===== src/common/armStatusPkg.sv =====
`default_nettype none

package armStatusPkg;

  // Width of the ALU result field carried in aluOutcomeT
  localparam int resultWidth = 32;

  // Bit positions in the 6-bit exceptions request vector,
  // ordered from the top: Fiq, Irq, Undefined, PrefetchAbort, DataAbort, SoftwareInt
  localparam int excBitFiq           = 5;
  localparam int excBitIrq           = 4;
  localparam int excBitUndefined     = 3;
  localparam int excBitPrefetchAbort = 2;
  localparam int excBitDataAbort     = 1;
  localparam int excBitSoftwareInt   = 0;

  // SPSR bank indices
  localparam logic [2:0] bankSupervisor = 3'd0;
  localparam logic [2:0] bankAbort      = 3'd1;
  localparam logic [2:0] bankUndefined  = 3'd2;
  localparam logic [2:0] bankIrq        = 3'd3;
  localparam logic [2:0] bankFiq        = 3'd4;

  typedef enum logic [4:0] {
    modeUser       = 5'b10000,
    modeFiq        = 5'b10001,
    modeIrq        = 5'b10010,
    modeSupervisor = 5'b10011,
    modeAbort      = 5'b10111,
    modeUndefined  = 5'b11011,
    modeSystem     = 5'b11111
  } modeT;

  typedef enum logic [2:0] {
    excNone,
    excDataAbort,
    excFiq,
    excIrq,
    excPrefetchAbort,
    excUndefined,
    excSoftwareInt
  } exceptionT;

  typedef enum logic [1:0] {
    opLogical,
    opArithmetic,
    opMultiply,
    opNoFlags
  } aluOpT;

  typedef struct packed {
    logic [3:0] flags;  // N Z C V, N on top
    logic       irqDisable;
    logic       fiqDisable;
    logic       thumb;  // 0 ARM, 1 Thumb
    modeT       mode;
  } statusWordT;

  typedef struct packed {
    logic [resultWidth-1:0] result;
    logic                   carryOut;     // Adder carry
    logic                   overflow;     // Signed overflow
    logic                   shifterCarry; // Barrel shifter carry out
    aluOpT                  op;
  } aluOutcomeT;

  typedef struct packed {
    logic        valid;
    exceptionT   kind;
    modeT        newMode;
    logic [2:0]  bank;          // SPSR bank receiving old CPSR
    logic [31:0] vector;
    logic        setFiqDisable; // FIQ entry only
  } exceptionEntryT;

  typedef struct packed {
    logic       toSpsr;       // Target current SPSR instead of CPSR
    logic       writeFlags;   // Flags field
    logic       writeControl; // Disable bits, thumb, mode
    statusWordT data;
  } srWriteT;

  // True for any encoding listed in modeT
  function automatic logic legalMode(modeT m);
    case (m)
      modeUser, modeFiq, modeIrq, modeSupervisor,
      modeAbort, modeUndefined, modeSystem: return 1'b1;
      default:                              return 1'b0;
    endcase
  endfunction

endpackage

`default_nettype wire


===== src/flags/flagUnit.sv =====
`timescale 1ns/1ns
`default_nettype none

module flagUnit #(
  parameter int dataWidth = 32
) (
  input  armStatusPkg::aluOutcomeT aluOutcome,
  input  logic [3:0]               currentFlags, // N Z C V
  output logic [3:0]               flagsNext
);

  import armStatusPkg::*;

  // Result slice must fit the package result field
  if (dataWidth < 1 || dataWidth > resultWidth) begin : gWidthCheck
    $error("flagUnit dataWidth out of range");
  end

  logic [dataWidth-1:0] result;
  logic                 resultNeg;
  logic                 resultZero;
  logic                 oldN;
  logic                 oldZ;
  logic                 oldC;
  logic                 oldV;
  logic                 n;
  logic                 z;
  logic                 c;
  logic                 v;

  assign result     = aluOutcome.result[dataWidth-1:0]; // Only the live width
  assign resultNeg  = result[dataWidth-1];              // Sign bit
  assign resultZero = ~|result;

  assign {oldN, oldZ, oldC, oldV} = currentFlags;

  always_comb begin
    // N and Z come from the result unless the op sets nothing
    n = resultNeg;
    z = resultZero;
    c = oldC;
    v = oldV;
    case (aluOutcome.op)
      opArithmetic: begin
        c = aluOutcome.carryOut; // Adder carry / not borrow
        v = aluOutcome.overflow;
      end
      opLogical: begin
        c = aluOutcome.shifterCarry; // Shifter carry, V kept
      end
      opMultiply: begin
        // C and V kept
      end
      opNoFlags: begin
        n = oldN; // Nothing changes
        z = oldZ;
      end
      default: begin
        n = oldN;
        z = oldZ;
      end
    endcase
  end

  assign flagsNext = {n, z, c, v};

endmodule

`default_nettype wire


===== src/exception/exceptionArbiter.sv =====
`timescale 1ns/1ns
`default_nettype none

module exceptionArbiter #(
  parameter logic [31:0] vectorBase = 32'h0000_0000
) (
  input  logic                         clk,
  input  logic                         reset,
  input  logic [5:0]                   exceptions,
  input  armStatusPkg::statusWordT     cpsr,
  output armStatusPkg::exceptionEntryT entry
);

  import armStatusPkg::*;

  // Offsets from the vector base
  localparam logic [31:0] offUndefined     = 32'h04;
  localparam logic [31:0] offSoftwareInt   = 32'h08;
  localparam logic [31:0] offPrefetchAbort = 32'h0C;
  localparam logic [31:0] offDataAbort     = 32'h10;
  localparam logic [31:0] offIrq           = 32'h18;
  localparam logic [31:0] offFiq           = 32'h1C;

  logic        fiqReq;
  logic        irqReq;
  logic        undefinedReq;
  logic        prefetchReq;
  logic        dataAbortReq;
  logic        softwareReq;
  logic [31:0] offset;

  assign fiqReq       = exceptions[excBitFiq] & ~cpsr.fiqDisable; // Masked by F
  assign irqReq       = exceptions[excBitIrq] & ~cpsr.irqDisable; // Masked by I
  assign undefinedReq = exceptions[excBitUndefined];
  assign prefetchReq  = exceptions[excBitPrefetchAbort];
  assign dataAbortReq = exceptions[excBitDataAbort];
  assign softwareReq  = exceptions[excBitSoftwareInt];

  always_comb begin
    entry       = '0;
    entry.kind    = excNone;
    entry.newMode = cpsr.mode; // Don't care while not valid
    offset      = '0;
    // Fixed priority, data abort first
    if (dataAbortReq) begin
      entry.kind    = excDataAbort;
      entry.newMode = modeAbort;
      entry.bank    = bankAbort;
      offset        = offDataAbort;
    end else if (fiqReq) begin
      entry.kind          = excFiq;
      entry.newMode       = modeFiq;
      entry.bank          = bankFiq;
      entry.setFiqDisable = 1'b1; // Only FIQ masks further FIQs
      offset              = offFiq;
    end else if (irqReq) begin
      entry.kind    = excIrq;
      entry.newMode = modeIrq;
      entry.bank    = bankIrq;
      offset        = offIrq;
    end else if (prefetchReq) begin
      entry.kind    = excPrefetchAbort;
      entry.newMode = modeAbort; // Shares the abort bank
      entry.bank    = bankAbort;
      offset        = offPrefetchAbort;
    end else if (undefinedReq) begin
      entry.kind    = excUndefined;
      entry.newMode = modeUndefined;
      entry.bank    = bankUndefined;
      offset        = offUndefined;
    end else if (softwareReq) begin
      entry.kind    = excSoftwareInt;
      entry.newMode = modeSupervisor;
      entry.bank    = bankSupervisor;
      offset        = offSoftwareInt;
    end
    entry.valid  = (entry.kind != excNone);
    entry.vector = vectorBase + offset; // High or low vectors
  end

  // Entry always lands in a privileged exception mode
  assert property (@(posedge clk) disable iff (reset)
    entry.valid |-> legalMode(entry.newMode)
                    && entry.newMode != modeUser && entry.newMode != modeSystem)
    else $error("exceptionArbiter: illegal entry mode %b", entry.newMode);

  // I bit held by the status bank blocks IRQ
  assert property (@(posedge clk) disable iff (reset)
    (exceptions[excBitIrq] && cpsr.irqDisable) |-> entry.kind != excIrq)
    else $error("exceptionArbiter: masked IRQ taken");

endmodule

`default_nettype wire


===== src/statusBank/statusBank.sv =====
`timescale 1ns/1ns
`default_nettype none

module statusBank (
  input  logic                         clk,
  input  logic                         reset,
  input  logic [3:0]                   flagsNext,
  input  logic                         setFlags,
  input  logic                         enable,    // Instruction retire
  input  logic                         thumbNext,
  input  armStatusPkg::exceptionEntryT entry,
  input  logic                         writeSR,
  input  armStatusPkg::srWriteT        srWrite,
  input  logic                         restoreSR, // Exception return
  input  logic                         readSpsr,
  output armStatusPkg::statusWordT     cpsr,
  output armStatusPkg::statusWordT     srData
);

  import armStatusPkg::*;

  // Supervisor, IRQ and FIQ off, ARM state, flags clear
  localparam statusWordT resetWord = '{
    flags:      4'b0000,
    irqDisable: 1'b1,
    fiqDisable: 1'b1,
    thumb:      1'b0,
    mode:       modeSupervisor
  };

  statusWordT spsr [5];  // SVC, ABT, UND, IRQ, FIQ
  statusWordT spsrCur;
  statusWordT cpsrNext;
  statusWordT spsrNext;
  logic [2:0] curBank;
  logic       hasSpsr;   // Low in User and System
  logic       spsrWe;
  logic [2:0] spsrIdx;

  // Field-masked status write
  function automatic statusWordT applyWrite(statusWordT old, srWriteT w);
    statusWordT res;
    res = old;
    if (w.writeFlags) begin
      res.flags = w.data.flags;
    end
    if (w.writeControl) begin
      res.irqDisable = w.data.irqDisable;
      res.fiqDisable = w.data.fiqDisable;
      res.thumb      = w.data.thumb;
      res.mode       = w.data.mode;
    end
    return res;
  endfunction

  // Current mode to SPSR bank
  always_comb begin
    hasSpsr = 1'b1;
    curBank = bankSupervisor;
    case (cpsr.mode)
      modeSupervisor: curBank = bankSupervisor;
      modeAbort:      curBank = bankAbort;
      modeUndefined:  curBank = bankUndefined;
      modeIrq:        curBank = bankIrq;
      modeFiq:        curBank = bankFiq;
      default:        hasSpsr = 1'b0; // User, System
    endcase
  end

  assign spsrCur = spsr[curBank];

  // One update per cycle, highest priority first
  always_comb begin
    cpsrNext = cpsr;
    spsrNext = cpsr;
    spsrIdx  = curBank;
    spsrWe   = 1'b0;
    if (entry.valid) begin
      spsrWe              = 1'b1;            // Save old CPSR
      spsrIdx             = entry.bank;
      spsrNext            = cpsr;
      cpsrNext.irqDisable = 1'b1;
      cpsrNext.fiqDisable = cpsr.fiqDisable | entry.setFiqDisable;
      cpsrNext.thumb      = 1'b0;            // Handlers run in ARM state
      cpsrNext.mode       = entry.newMode;   // Flags kept
    end else if (writeSR) begin
      if (srWrite.toSpsr) begin
        spsrWe   = hasSpsr;                  // Dropped without an SPSR
        spsrNext = applyWrite(spsrCur, srWrite);
      end else begin
        cpsrNext = applyWrite(cpsr, srWrite);
      end
    end else if (restoreSR) begin
      if (hasSpsr) begin
        cpsrNext = spsrCur;
      end
    end else if (enable) begin
      cpsrNext.thumb = thumbNext;
      if (setFlags) begin
        cpsrNext.flags = flagsNext;
      end
    end
  end

  always_ff @(posedge clk, posedge reset) begin
    if (reset) begin
      cpsr <= resetWord;
    end else begin
      cpsr <= cpsrNext;
    end
  end

  always_ff @(posedge clk, posedge reset) begin
    if (reset) begin
      for (int i = 0; i < 5; i++) begin
        spsr[i] <= '0;
      end
    end else if (spsrWe) begin
      spsr[spsrIdx] <= spsrNext;
    end
  end

  // SPSR read falls back to CPSR in User and System
  assign srData = (readSpsr && hasSpsr) ? spsrCur : cpsr;

  // Mode field never leaves the legal set
  assert property (@(posedge clk) disable iff (reset)
    legalMode(cpsr.mode))
    else $error("statusBank: illegal CPSR mode %b", cpsr.mode);

  // Arbiter entry always masks IRQ on the next cycle
  assert property (@(posedge clk) disable iff (reset)
    entry.valid |=> cpsr.irqDisable)
    else $error("statusBank: IRQ not disabled after entry");

endmodule

`default_nettype wire


===== src/source/statusControl.sv =====
`timescale 1ns/1ns
`default_nettype none

module statusControl #(
  parameter int          dataWidth  = 32,
  parameter logic [31:0] vectorBase = 32'h0000_0000  // FFFF0000 for high vectors
) (
  input  logic                     clk,
  input  logic                     reset,
  input  armStatusPkg::aluOutcomeT aluOutcome,
  input  logic                     setFlags,
  input  logic                     enable,
  input  logic                     thumbNext,
  input  logic [5:0]               exceptions,
  input  logic                     writeSR,
  input  armStatusPkg::srWriteT    srWrite,
  input  logic                     restoreSR,
  input  logic                     readSpsr,
  output armStatusPkg::statusWordT srData,
  output armStatusPkg::statusWordT cpsr,
  output logic                     exceptionTaken,
  output logic [31:0]              vector
);

  import armStatusPkg::*;

  logic [3:0]     flagsNext;
  exceptionEntryT entry;

  flagUnit #(
    .dataWidth (dataWidth)
  ) u_flagUnit (
    .aluOutcome   (aluOutcome),
    .currentFlags (cpsr.flags),
    .flagsNext    (flagsNext)
  );

  exceptionArbiter #(
    .vectorBase (vectorBase)
  ) u_exceptionArbiter (
    .clk        (clk),
    .reset      (reset),
    .exceptions (exceptions),
    .cpsr       (cpsr),
    .entry      (entry)
  );

  statusBank u_statusBank (
    .clk       (clk),
    .reset     (reset),
    .flagsNext (flagsNext),
    .setFlags  (setFlags),
    .enable    (enable),
    .thumbNext (thumbNext),
    .entry     (entry),
    .writeSR   (writeSR),
    .srWrite   (srWrite),
    .restoreSR (restoreSR),
    .readSpsr  (readSpsr),
    .cpsr      (cpsr),
    .srData    (srData)
  );

  assign exceptionTaken = entry.valid;  // Same cycle as the request
  assign vector         = entry.vector;

endmodule

`default_nettype wire


===== config.mk =====
export PLATFORM = sky130hd
export DESIGN_NAME = statusControl
export DESIGN_NICKNAME = d
export VERILOG_FILES = /design/src/common/armStatusPkg.sv /design/src/flags/flagUnit.sv /design/src/exception/exceptionArbiter.sv /design/src/statusBank/statusBank.sv /design/src/source/statusControl.sv
export SDC_FILE = /design/constraint.sdc
export NUM_CORES = 1
export LEC_CHECK = 0
export BUFFER_PORTS_ARGS = -buffer_cell sky130_fd_sc_hd__buf_2
export CAP_MARGIN = 30
export CORE_ASPECT_RATIO = 1.2
export CORE_MARGIN = 2
export CORE_UTILIZATION = 44
export DETAILED_ROUTE_END_ITERATION = 7
export GPL_ROUTABILITY_DRIVEN = 0
export GPL_TIMING_DRIVEN = 0
export PLACE_DENSITY = 0.8
export SLEW_MARGIN = 20
export SYNTH_ARGS = -nofsm -noshare
export SYNTH_HDL_FRONTEND = slang
export SYNTH_SLANG_ARGS = --single-unit

===== constraint.sdc =====
create_clock -name clk -period 3 [get_ports clk]
set_input_delay 0.3 -clock clk [delete_from_list [all_inputs] [get_ports clk]]
set_output_delay 0.3 -clock clk [all_outputs]
set_load 0.01 [all_outputs]

Word level (Yosys, flattened, before mapping)
Cells that the tools add are included.
- register bits after elaboration: 72
- output and inout bits: 57
- logic and storage cells: 127
- input bits: 66
- bitwise logic cells: 8
- mux-type cells: 49
- reduce and logical (&&, ||, !) cells: 20
- order comparisons: 3
- eq/ne operators: 15
- operators by type and width (cell ; number):
    2-to-1 mux 32 bit ; 5
    2-to-1 mux 12 bit ; 10
    2-to-1 mux 11 bit ; 6
    bitwise mux 60 bit ; 1
    binary-select mux 12 bit (select 3 bit) ; 1
    demux 12 bit (select 3 bit) ; 1
    OR reduction 32 bit ; 1
    == test 5 bit (second input constant) ; 5
    2-to-1 mux 4 bit ; 6
    2-to-1 mux 8 bit ; 3
    AND reduction 7 bit ; 3
    nonzero test 3 bit ; 6
    case mux 3 bit (4 select lines) ; 1
    2-to-1 mux 1 bit ; 11
    >= comparator 4 bit (second input constant) ; 2
    NOT 3 -> 4 bit ; 2
    AND reduction 4 bit ; 2
    nonzero test 4 bit ; 2
    inequality test 7 x 5 -> 1 bit (second input constant) ; 1
    inequality test 3 x 2 -> 1 bit (second input constant) ; 2
    2-to-1 mux 5 bit ; 1
    AND reduction 5 bit ; 1
    OR reduction 5 bit ; 1
    less-than comparator 4 x 1 -> 1 bit (second input constant) ; 1
    16 further kinds ; 20

Depth between registers and ports, before layout
Gate-level depths: netlist (run 1).
- depth after elaboration: 14
- mapped depth: 10
- depth with buffers taken out: 7

By module
A second synthesis (run 1) with hierarchy kept.
- cells, all modules: 683
- area, all modules: 5640.4 um2
- modules (own cells, without submodules) (module ; instances ; area each (um2) ; cells each ; sequential area each (um2)):
    statusBank ; 1 ; 5024.8 ; 593 ; 1808.0
    exceptionArbiter ; 1 ; 427.9 ; 67 ; 0.0
    flagUnit ; 1 ; 187.7 ; 23 ; 0.0

Least setup slack after synthesis (run 1)
No wires, ideal clock.
- path kind: reg2reg
- start: reg u_statusBank.cpsr[4] (netlist name)
- end: reg u_statusBank.spsr[36] (netlist name)
- library setup time: 0.125 ns
- path slack: 0.766 ns
- arrival: 2.109 ns
- clock period less this slack: 2.234 ns
- data required time: 2.875 ns
- buffers on the path: 3
- stages on the path, launching flop included: 9
- cells stage by stage: dfstp_2 > buf_6 > and3b_1 > buf_6 > nand2_4 > o211a_1 > a221oi_4 > buf_6 > mux2_2
- word-level cells in the longest chain between the ends: 11
- elaborated cells between the ends (all ways): 27
- those cells by class: 2 x order compare; 5 x eq/ne; 16 x mux; 2 x bitwise; 2 x reduce/logical
- RTL lines (item ; RTL line ; text):
    == test 5 bit ; statusBank.sv:60 ; case (cpsr.mode)
    case mux 3 bit (4 select lines) ; statusBank.sv:60 ;
    NOT 3 -> 4 bit (not written as such) ; statusBank.sv:70 ; assign spsrCur = spsr[curBank];
    binary-select mux 12 bit (select 3 bit) ; statusBank.sv:70 ;
    2-to-1 mux 12 bit (not written as such) (2 in series) ; statusBank.sv:70 ;
    2-to-1 mux 8 bit ; statusBank.sv:47 ; if (w.writeControl) begin
    2-to-1 mux 12 bit ; statusBank.sv:87 ; if (srWrite.toSpsr) begin
    2-to-1 mux 12 bit ; statusBank.sv:86 ; end else if (writeSR) begin
    2-to-1 mux 12 bit ; statusBank.sv:78 ; if (entry.valid) begin
    bitwise mux 60 bit ; statusBank.sv:119 ; spsr[spsrIdx] <= spsrNext;
    end signal, assigned by index ; statusBank.sv:119 ;
    end, declared ; statusBank.sv:31 ; statusWordT spsr [5];
Several ways; a longest one is shown, not always the timed one. The select of a mux whose other input is x is not followed.
A chain may end at the register's enable or synchronous reset.

==> reports/metrics.cfg, run 1 <==
[status]
outcome = finished clean

[grt]
antenna_found_initial = 0
grt_max_degree = 60
grt.overflow.total = 0
grt_pass1_wl_um = 25050
grt_pass1_vias = 4834
grtUsageTotal = 0.2586

[routing]
ant_nets = 0
wl_um = 16270
drt_pass1_iterations = 6
drt_iter0_drc = 684
wl_per_cell_um = 19.62
avgViaCountPerCell = 6.014
drc = 0
vias = 4986

[placement]
port_buffers = 92
dp_slack_ns = 0.2627
placed_cell_area_um2 = 5876
hpwl_um = 11980

[synthesis]
yosysWarnings = 0
synthesis.area_um2 = 5084
ys_ff_latch = 72
synthArstFlopShare = 1.000
synth-main-ff-cell = dfrtp_1
synth-edff-count = 0
synthCells = 534
synth_cell_types = 76
seq_area_frac_synth = 0.3556
syn_avg_cell_area_um2 = 9.520

[die]
rows = 43
die_y_um = 121.7
die-width_um = 102.1
floorplan.initialDensity = 0.4457
num_io_pins = 123
die_area_um2 = 12430
core_um2 = 11410

[worst_setup_path]
startpoint_type = flop
cp.arrival_ns = 2.68
required_ns = 2.70
end_kind = primary output
crit_type = flop to primary output
critPathMaxFanout = 10

[timing]
max-slew-margin-rel = 0.5933
setup_slack_ns = 0.01731
rsz0062_at_grt = true
worst_pin_slew_ns = 0.6100
max_clock_freq_mhz = 335.3
setup_viol = 0
hold_viol = 0
finClkSkew_ns = 0.005610
min_period_over_period = 0.9942
maxSlewViolCount = 0
min_period_ns = 2.983

[clock_tree]
post_cts_buffers = 0
clkTransAtPathRegs_ns = 0.06
cts_buffer_depth = 2
cts_tree = done
cts.sinks = 72
cts_buffers = 9
cts_root_buf = clkbuf_16
worstSkewPairLatency_ns = 0.34
ctsHtreeMaxLevel = 3

[cells_and_area]
drive_gt1_frac = 0.3988
finalNetCount = 733
post-route-util = 0.5509
final_cell_area_um2 = 6284
areaGrowthSynthToFinish_pct = 23.60
n_antenna_cell = 0

[flow_run]
cap_viol_max_count = 0

[hold_path]
hp-class = input port to flop

[pwr]
power_density_nw_per_um2 = 568.1
p_leak_nw = 2.678
power_mw = 3.570
ir_drop_uv = 356.8

cells in the final DEF, fill, tap and decap left out, types with 4 or more instances in the layout:
master and n:
buf_2 98, dfrtp_1 65, mux2_2 58, nand2_1 40, a21oi_1 36, o21ai_0 34, buf_4 32, nor2_1 31
conb_1 29, o31ai_1 16, nor3_1 15, buf_6 13, nand2b_1 11, nor4_1 10, a31oi_1 9, inv_1 9
clkbuf_16 9, o22ai_1 8, a2bb2oi_1 7, o221ai_1 7, o21a_1 6, clkbuf_2 5, nor2b_1 5, clkbuf_1 5
o21ai_1 5, dfstp_2 5, a21oi_2 4
Yosys cell counts (all sizes together) (11+ instances only):
master	n	area (um^2)
nand2	42	165.2
o31ai	16	120.1
inv	12	47.55
buf	52	421.7
nand2b	11	68.82
a21oi	40	215.2
mux2	61	686.9
nor2	36	162.7
o21ai	40	203.9
dfrtp	67	1677
nor3	20	127.6
kinds of logic (layout without fill, tap and decap cells):
logic type / after synthesis / in the layout / share of synthesized area
XOR/XNOR: 2 / 2 / 0.004924
buffers and inverters: 74 / 184 / 0.1002
AO/OA/AOI/OAI: 174 / 174 / 0.2380
AND/OR/NAND/NOR: 149 / 149 / 0.1634
flip-flops: 72 / 72 / 0.3556
multiplexers: 62 / 62 / 0.1371
other: 1 / 29 / 0.0007377
report_power, final:
part	total (mW)	internal (mW)	switching, mW
clock	1.20	0.738	0.457
sequential	1.36	1.19	0.167
combinational	1.02	0.471	0.546
registers in the layout, indices dropped and copies added, names as in the netlist:
name,count
u_statusBank.cpsr,12
u_statusBank.spsr,60
worst max-delay path, stage by stage, from the launching register on:
cell and delay [ns]:
dfstp_2 0.59, buf_6 0.17, and3b_1 0.20, buf_6 0.15, nand2_4 0.10, buf_6 0.19, a2bb2oi_1 0.15, or3_1 0.36
o21ai_1 0.15, o21ai_1 0.12, buf_2 0.15
path summary, 6_finish.rpt:
path                                                        start                                end  slack [ns]  cells past startpoint
worst max-delay path             u_statusBank.cpsr[4]$_DFFE_PP1P_                          srData[5]        0.02                     10
worst min-delay path                                       enable   u_statusBank.cpsr[5]$_DFFE_PP0P_        0.29                      4
min in group asynchronous                                   reset  u_statusBank.spsr[15]$_DFFE_PP0P_        0.42                      3
worst min register to register  u_statusBank.spsr[38]$_DFFE_PP0P_  u_statusBank.spsr[38]$_DFFE_PP0P_        0.50                      1
worst max register to register   u_statusBank.cpsr[1]$_DFFE_PP1P_  u_statusBank.spsr[16]$_DFFE_PP0P_        0.31                      8
max in group asynchronous                                   reset   u_statusBank.cpsr[6]$_DFFE_PP1P_        1.98                      4
cell type report:
cell class,count,area (um^2)
fillers,989,5122
multi-input cells,416,2930
flip-flops and latches,72,1810
repair buffers,94,498.0
plain buffers,62,467.9
clock buffers,9,225.2
well taps,157,196.4
clock inverters,7,105.1
inverters,12,50.05
per-layer routing:
layer / track usage / up-vias / share of wire
met3: 0.04647 / 85 / 0.081
met5: 0 / - / 0
met1: 0.3151 / 2361 / 0.38
met4: 0.1400 / 0 / 0.051
li1: - / 2204 / -
met2: 0.4309 / 336 / 0.49
what timing repair did:
action,4_1_cts,5_1_grt
hold endpoints to repair,10,0
pin swaps,0,0
cloned,0,0
hold buffers,1,0
endpoints found under the setup margin,7,12
gates resized for setup,2,20
per-stage QoR:
stage	TNS, ns	cells	hold WS [ns]
global placement	0	811	0.4769
detailed placement	0	812	0.2381
CTS	-0.005548	829	0.2758
global route	-0.07395	829	0.3255
floorplan	0	562	0.4589
finish	0	829	0.2913
Power figures use the tool's default switching activity.
==> run 2: changes to the inputs <==
--- a/config.mk
+++ b/config.mk
@@ -9,11 +9,12 @@
 export CAP_MARGIN = 30
 export CORE_ASPECT_RATIO = 1.2
 export CORE_MARGIN = 2
-export CORE_UTILIZATION = 44
+export CORE_UTILIZATION = 55
 export DETAILED_ROUTE_END_ITERATION = 7
 export GPL_ROUTABILITY_DRIVEN = 0
 export GPL_TIMING_DRIVEN = 0
-export PLACE_DENSITY = 0.8
+export MAX_ROUTING_LAYER = met4
+export PLACE_DENSITY = 0.94
 export SLEW_MARGIN = 20
 export SYNTH_ARGS = -nofsm -noshare
 export SYNTH_HDL_FRONTEND = slang
==> run 2 against run 1 <==
The run now ends with design-rule violations left; flip-flop and latch count did not move; total power decreased by 10%; sequential power about the same; clock skew increased by 0.0080 ns; count of clock-buffer cells in the layout rose by 3; sequential share of layout area up 0.63 points; cell area is 2.2% lower; hold slack got worse by 0.060 ns; clock power shrank 31%; routed wire length grew 0.53%.
==> reports/metrics.cfg, run 2 (same netlist as run 1, synthesis figures left out) <==
[routing]
vias = 5284
drt_iter0_drc = 799
drc = 1
drt_pass1_iterations = 8
ant_nets = 0
avgViaCountPerCell = 6.663
wl_per_cell_um = 20.62
wl_um = 16350

[grt]
grt_pass1_vias = 5058
grt_max_degree = 38
grtUsageTotal = 0.3271
grt.overflow.total = 0
grt_pass1_wl_um = 24880
antenna_found_initial = 0

[hold_path]
hp-class = input port to flop

[worst_setup_path]
required_ns = 2.70
end_kind = primary output
slowest_stage = dfrtp_2
startpoint_type = flop
critical_path.cell_chain = buf_4, and3_1, buf_4, o21ai_0, a2bb2oi_2, or3_1, o21ai_2, o21ai_2, buf_2
slowest_delay_ns = 0.51
critPathMaxFanout = 10
cp.arrival_ns = 2.68
crit_type = flop to primary output
r2r_setup_slack_ns = 0.33

[pwr]
p_clk_frac = 0.259
ir_drop_uv = 220.1
power_frac_comb = 0.319
switchingPower_mw = 1.115
switching_share = 0.3474
power_density_nw_per_um2 = 522.5
power_frac_seq = 0.422
p_leak_nw = 2.632
internal-power_mw = 2.095

[timing]
hold_viol = 0
min_period_over_period = 0.9919
max-slew-margin-rel = 0.5925
setup-tns-final_ns = 0
setup_viol = 0
maxSlewViolCount = 0
worst_pin_slew_ns = 0.6112
max_clock_freq_mhz = 336.1
min_period_ns = 2.976
finClkSkew_ns = 0.01361

[cells_and_area]
largest_reg_flops = 60
n_antenna_cell = 0
multi_input_area_um2 = 2963
finalNetCount = 734
n_fill_cell = 630
ff_latch_area_um2 = 1809
top_register = u_statusBank.spsr
final_cell_area_um2 = 6145
final_common_cell = buf_2
top_regs = u_statusBank.spsr x60, u_statusBank.cpsr x12
final_cell_mix = 98 x buf_2, 66 x dfrtp_1, 58 x mux2_2
drive_gt1_frac = 0.4042
areaGrowthSynthToFinish_pct = 20.87

[die]
num_io_pins = 123
floorplan.initialDensity = 0.5627
die_area_um2 = 10030
core_um2 = 9034
die_y_um = 109.3
die-width_um = 91.77
rows = 38

[clock_tree]
ctsHtreeMaxLevel = 3
cts_root_buf = clkbuf_8
worstSkewPairLatency_ns = 0.38
cts_buffers = 9
clkTransAtPathRegs_ns = 0.08
cts.sinks = 72
cts_tree = done
cts_buffer_depth = 2

[placement]
placed_cell_area_um2 = 5822
hpwl_um = 11990
port_buffers = 92

[status]
violations = design-rule violations
outcome = finished with violations

[flow_run]
cap_viol_max_count = 0

-- run 2: cell count changes in the layout (fill, tap and decap cells not counted), sizes merged --
cell    previous run  this run
clkbuf            20        22
bufinv             2         1
buf              144       146
clkinv             3         1
-- run 2: metal layers --
metal	track usage	up-vias	routed length, um
met5	-	-	0
met4	0.2708	0	1203
met3	0.07334	150	1830
met2	0.5042	489	7718
met1	0.3653	2436	5599
li1	-	2209	-
-- run 2: final timing paths --
kind | from | to | cells past startpoint
worst max-delay path | u_statusBank.cpsr[2]$_DFFE_PP0P_ | srData[5] | 9
worst min-delay path | enable | u_statusBank.cpsr[5]$_DFFE_PP0P_ | 4
worst max register to register | u_statusBank.cpsr[1]$_DFFE_PP1P_ | u_statusBank.spsr[49]$_DFFE_PP0P_ | 8
worst min register to register | u_statusBank.spsr[6]$_DFFE_PP0P_ | u_statusBank.spsr[6]$_DFFE_PP0P_ | 1
max in group asynchronous | reset | u_statusBank.cpsr[6]$_DFFE_PP1P_ | 4
min in group asynchronous | reset | u_statusBank.spsr[37]$_DFFE_PP0P_ | 3
-- run 2: repair_timing --
item | 4_1_cts | 5_1_grt
hold endpoints to repair | 35 | 0
hold buffers | 1 | 0
buffers inserted | 1 | 0
pin swaps | 2 | 0
gates cloned | 0 | 0
setup endpoints to repair | 6 | 12
gates resized for setup | 4 | 22
-- run 2: power by group through the flow --
stage	Combinational, mW	Sequential [mW]	Clock, mW
6_report	1.02	1.35	0.833
5_1_grt	1.09	1.37	0.866
4_1_cts	0.965	1.34	0.822
3_5_place_dp	0.950	1.35	0
3_3_place_gp	0.907	1.33	0
2_1_floorplan	0.666	1.31	0
-- run 2: area by class of cell --
| type | count | share of cell area |
|---|---|---|
| clock buffers | 12 | 0.02525 |
| flip-flops and latches | 72 | 0.2944 |
| well taps | 120 | 0.02443 |
| plain buffers | 62 | 0.07616 |
| clock inverters | 4 | 0.008349 |
| inverters | 12 | 0.008145 |
| multi-input cells | 416 | 0.4822 |
| repair buffers | 95 | 0.08104 |
-- run 2: critical path: cells and delay by family (launching register included) --
kind,cells,cell delay [ns]
simple gates,2,0.59
buf+inv,3,0.56
flops,1,0.51
compound gates,4,0.64
-- run 2: stage by stage --
stage | total power, mW | cells | hold WS, ns | util | worst slack [ns]
after global placement | 2.239 | 774 | 0.4838 | 0.6420 | 0.1379
after floorplan | 1.980 | 562 | 0.4589 | - | 0.7658
after CTS | 3.123 | 793 | 0.2391 | 0.6722 | 0.02350
final | 3.210 | 793 | 0.2316 | 0.6802 | 0.02430
after detailed placement | 2.302 | 775 | 0.3414 | 0.6445 | 0.3126
after global routing | 3.326 | 793 | 0.2646 | 0.6802 | -0.04205
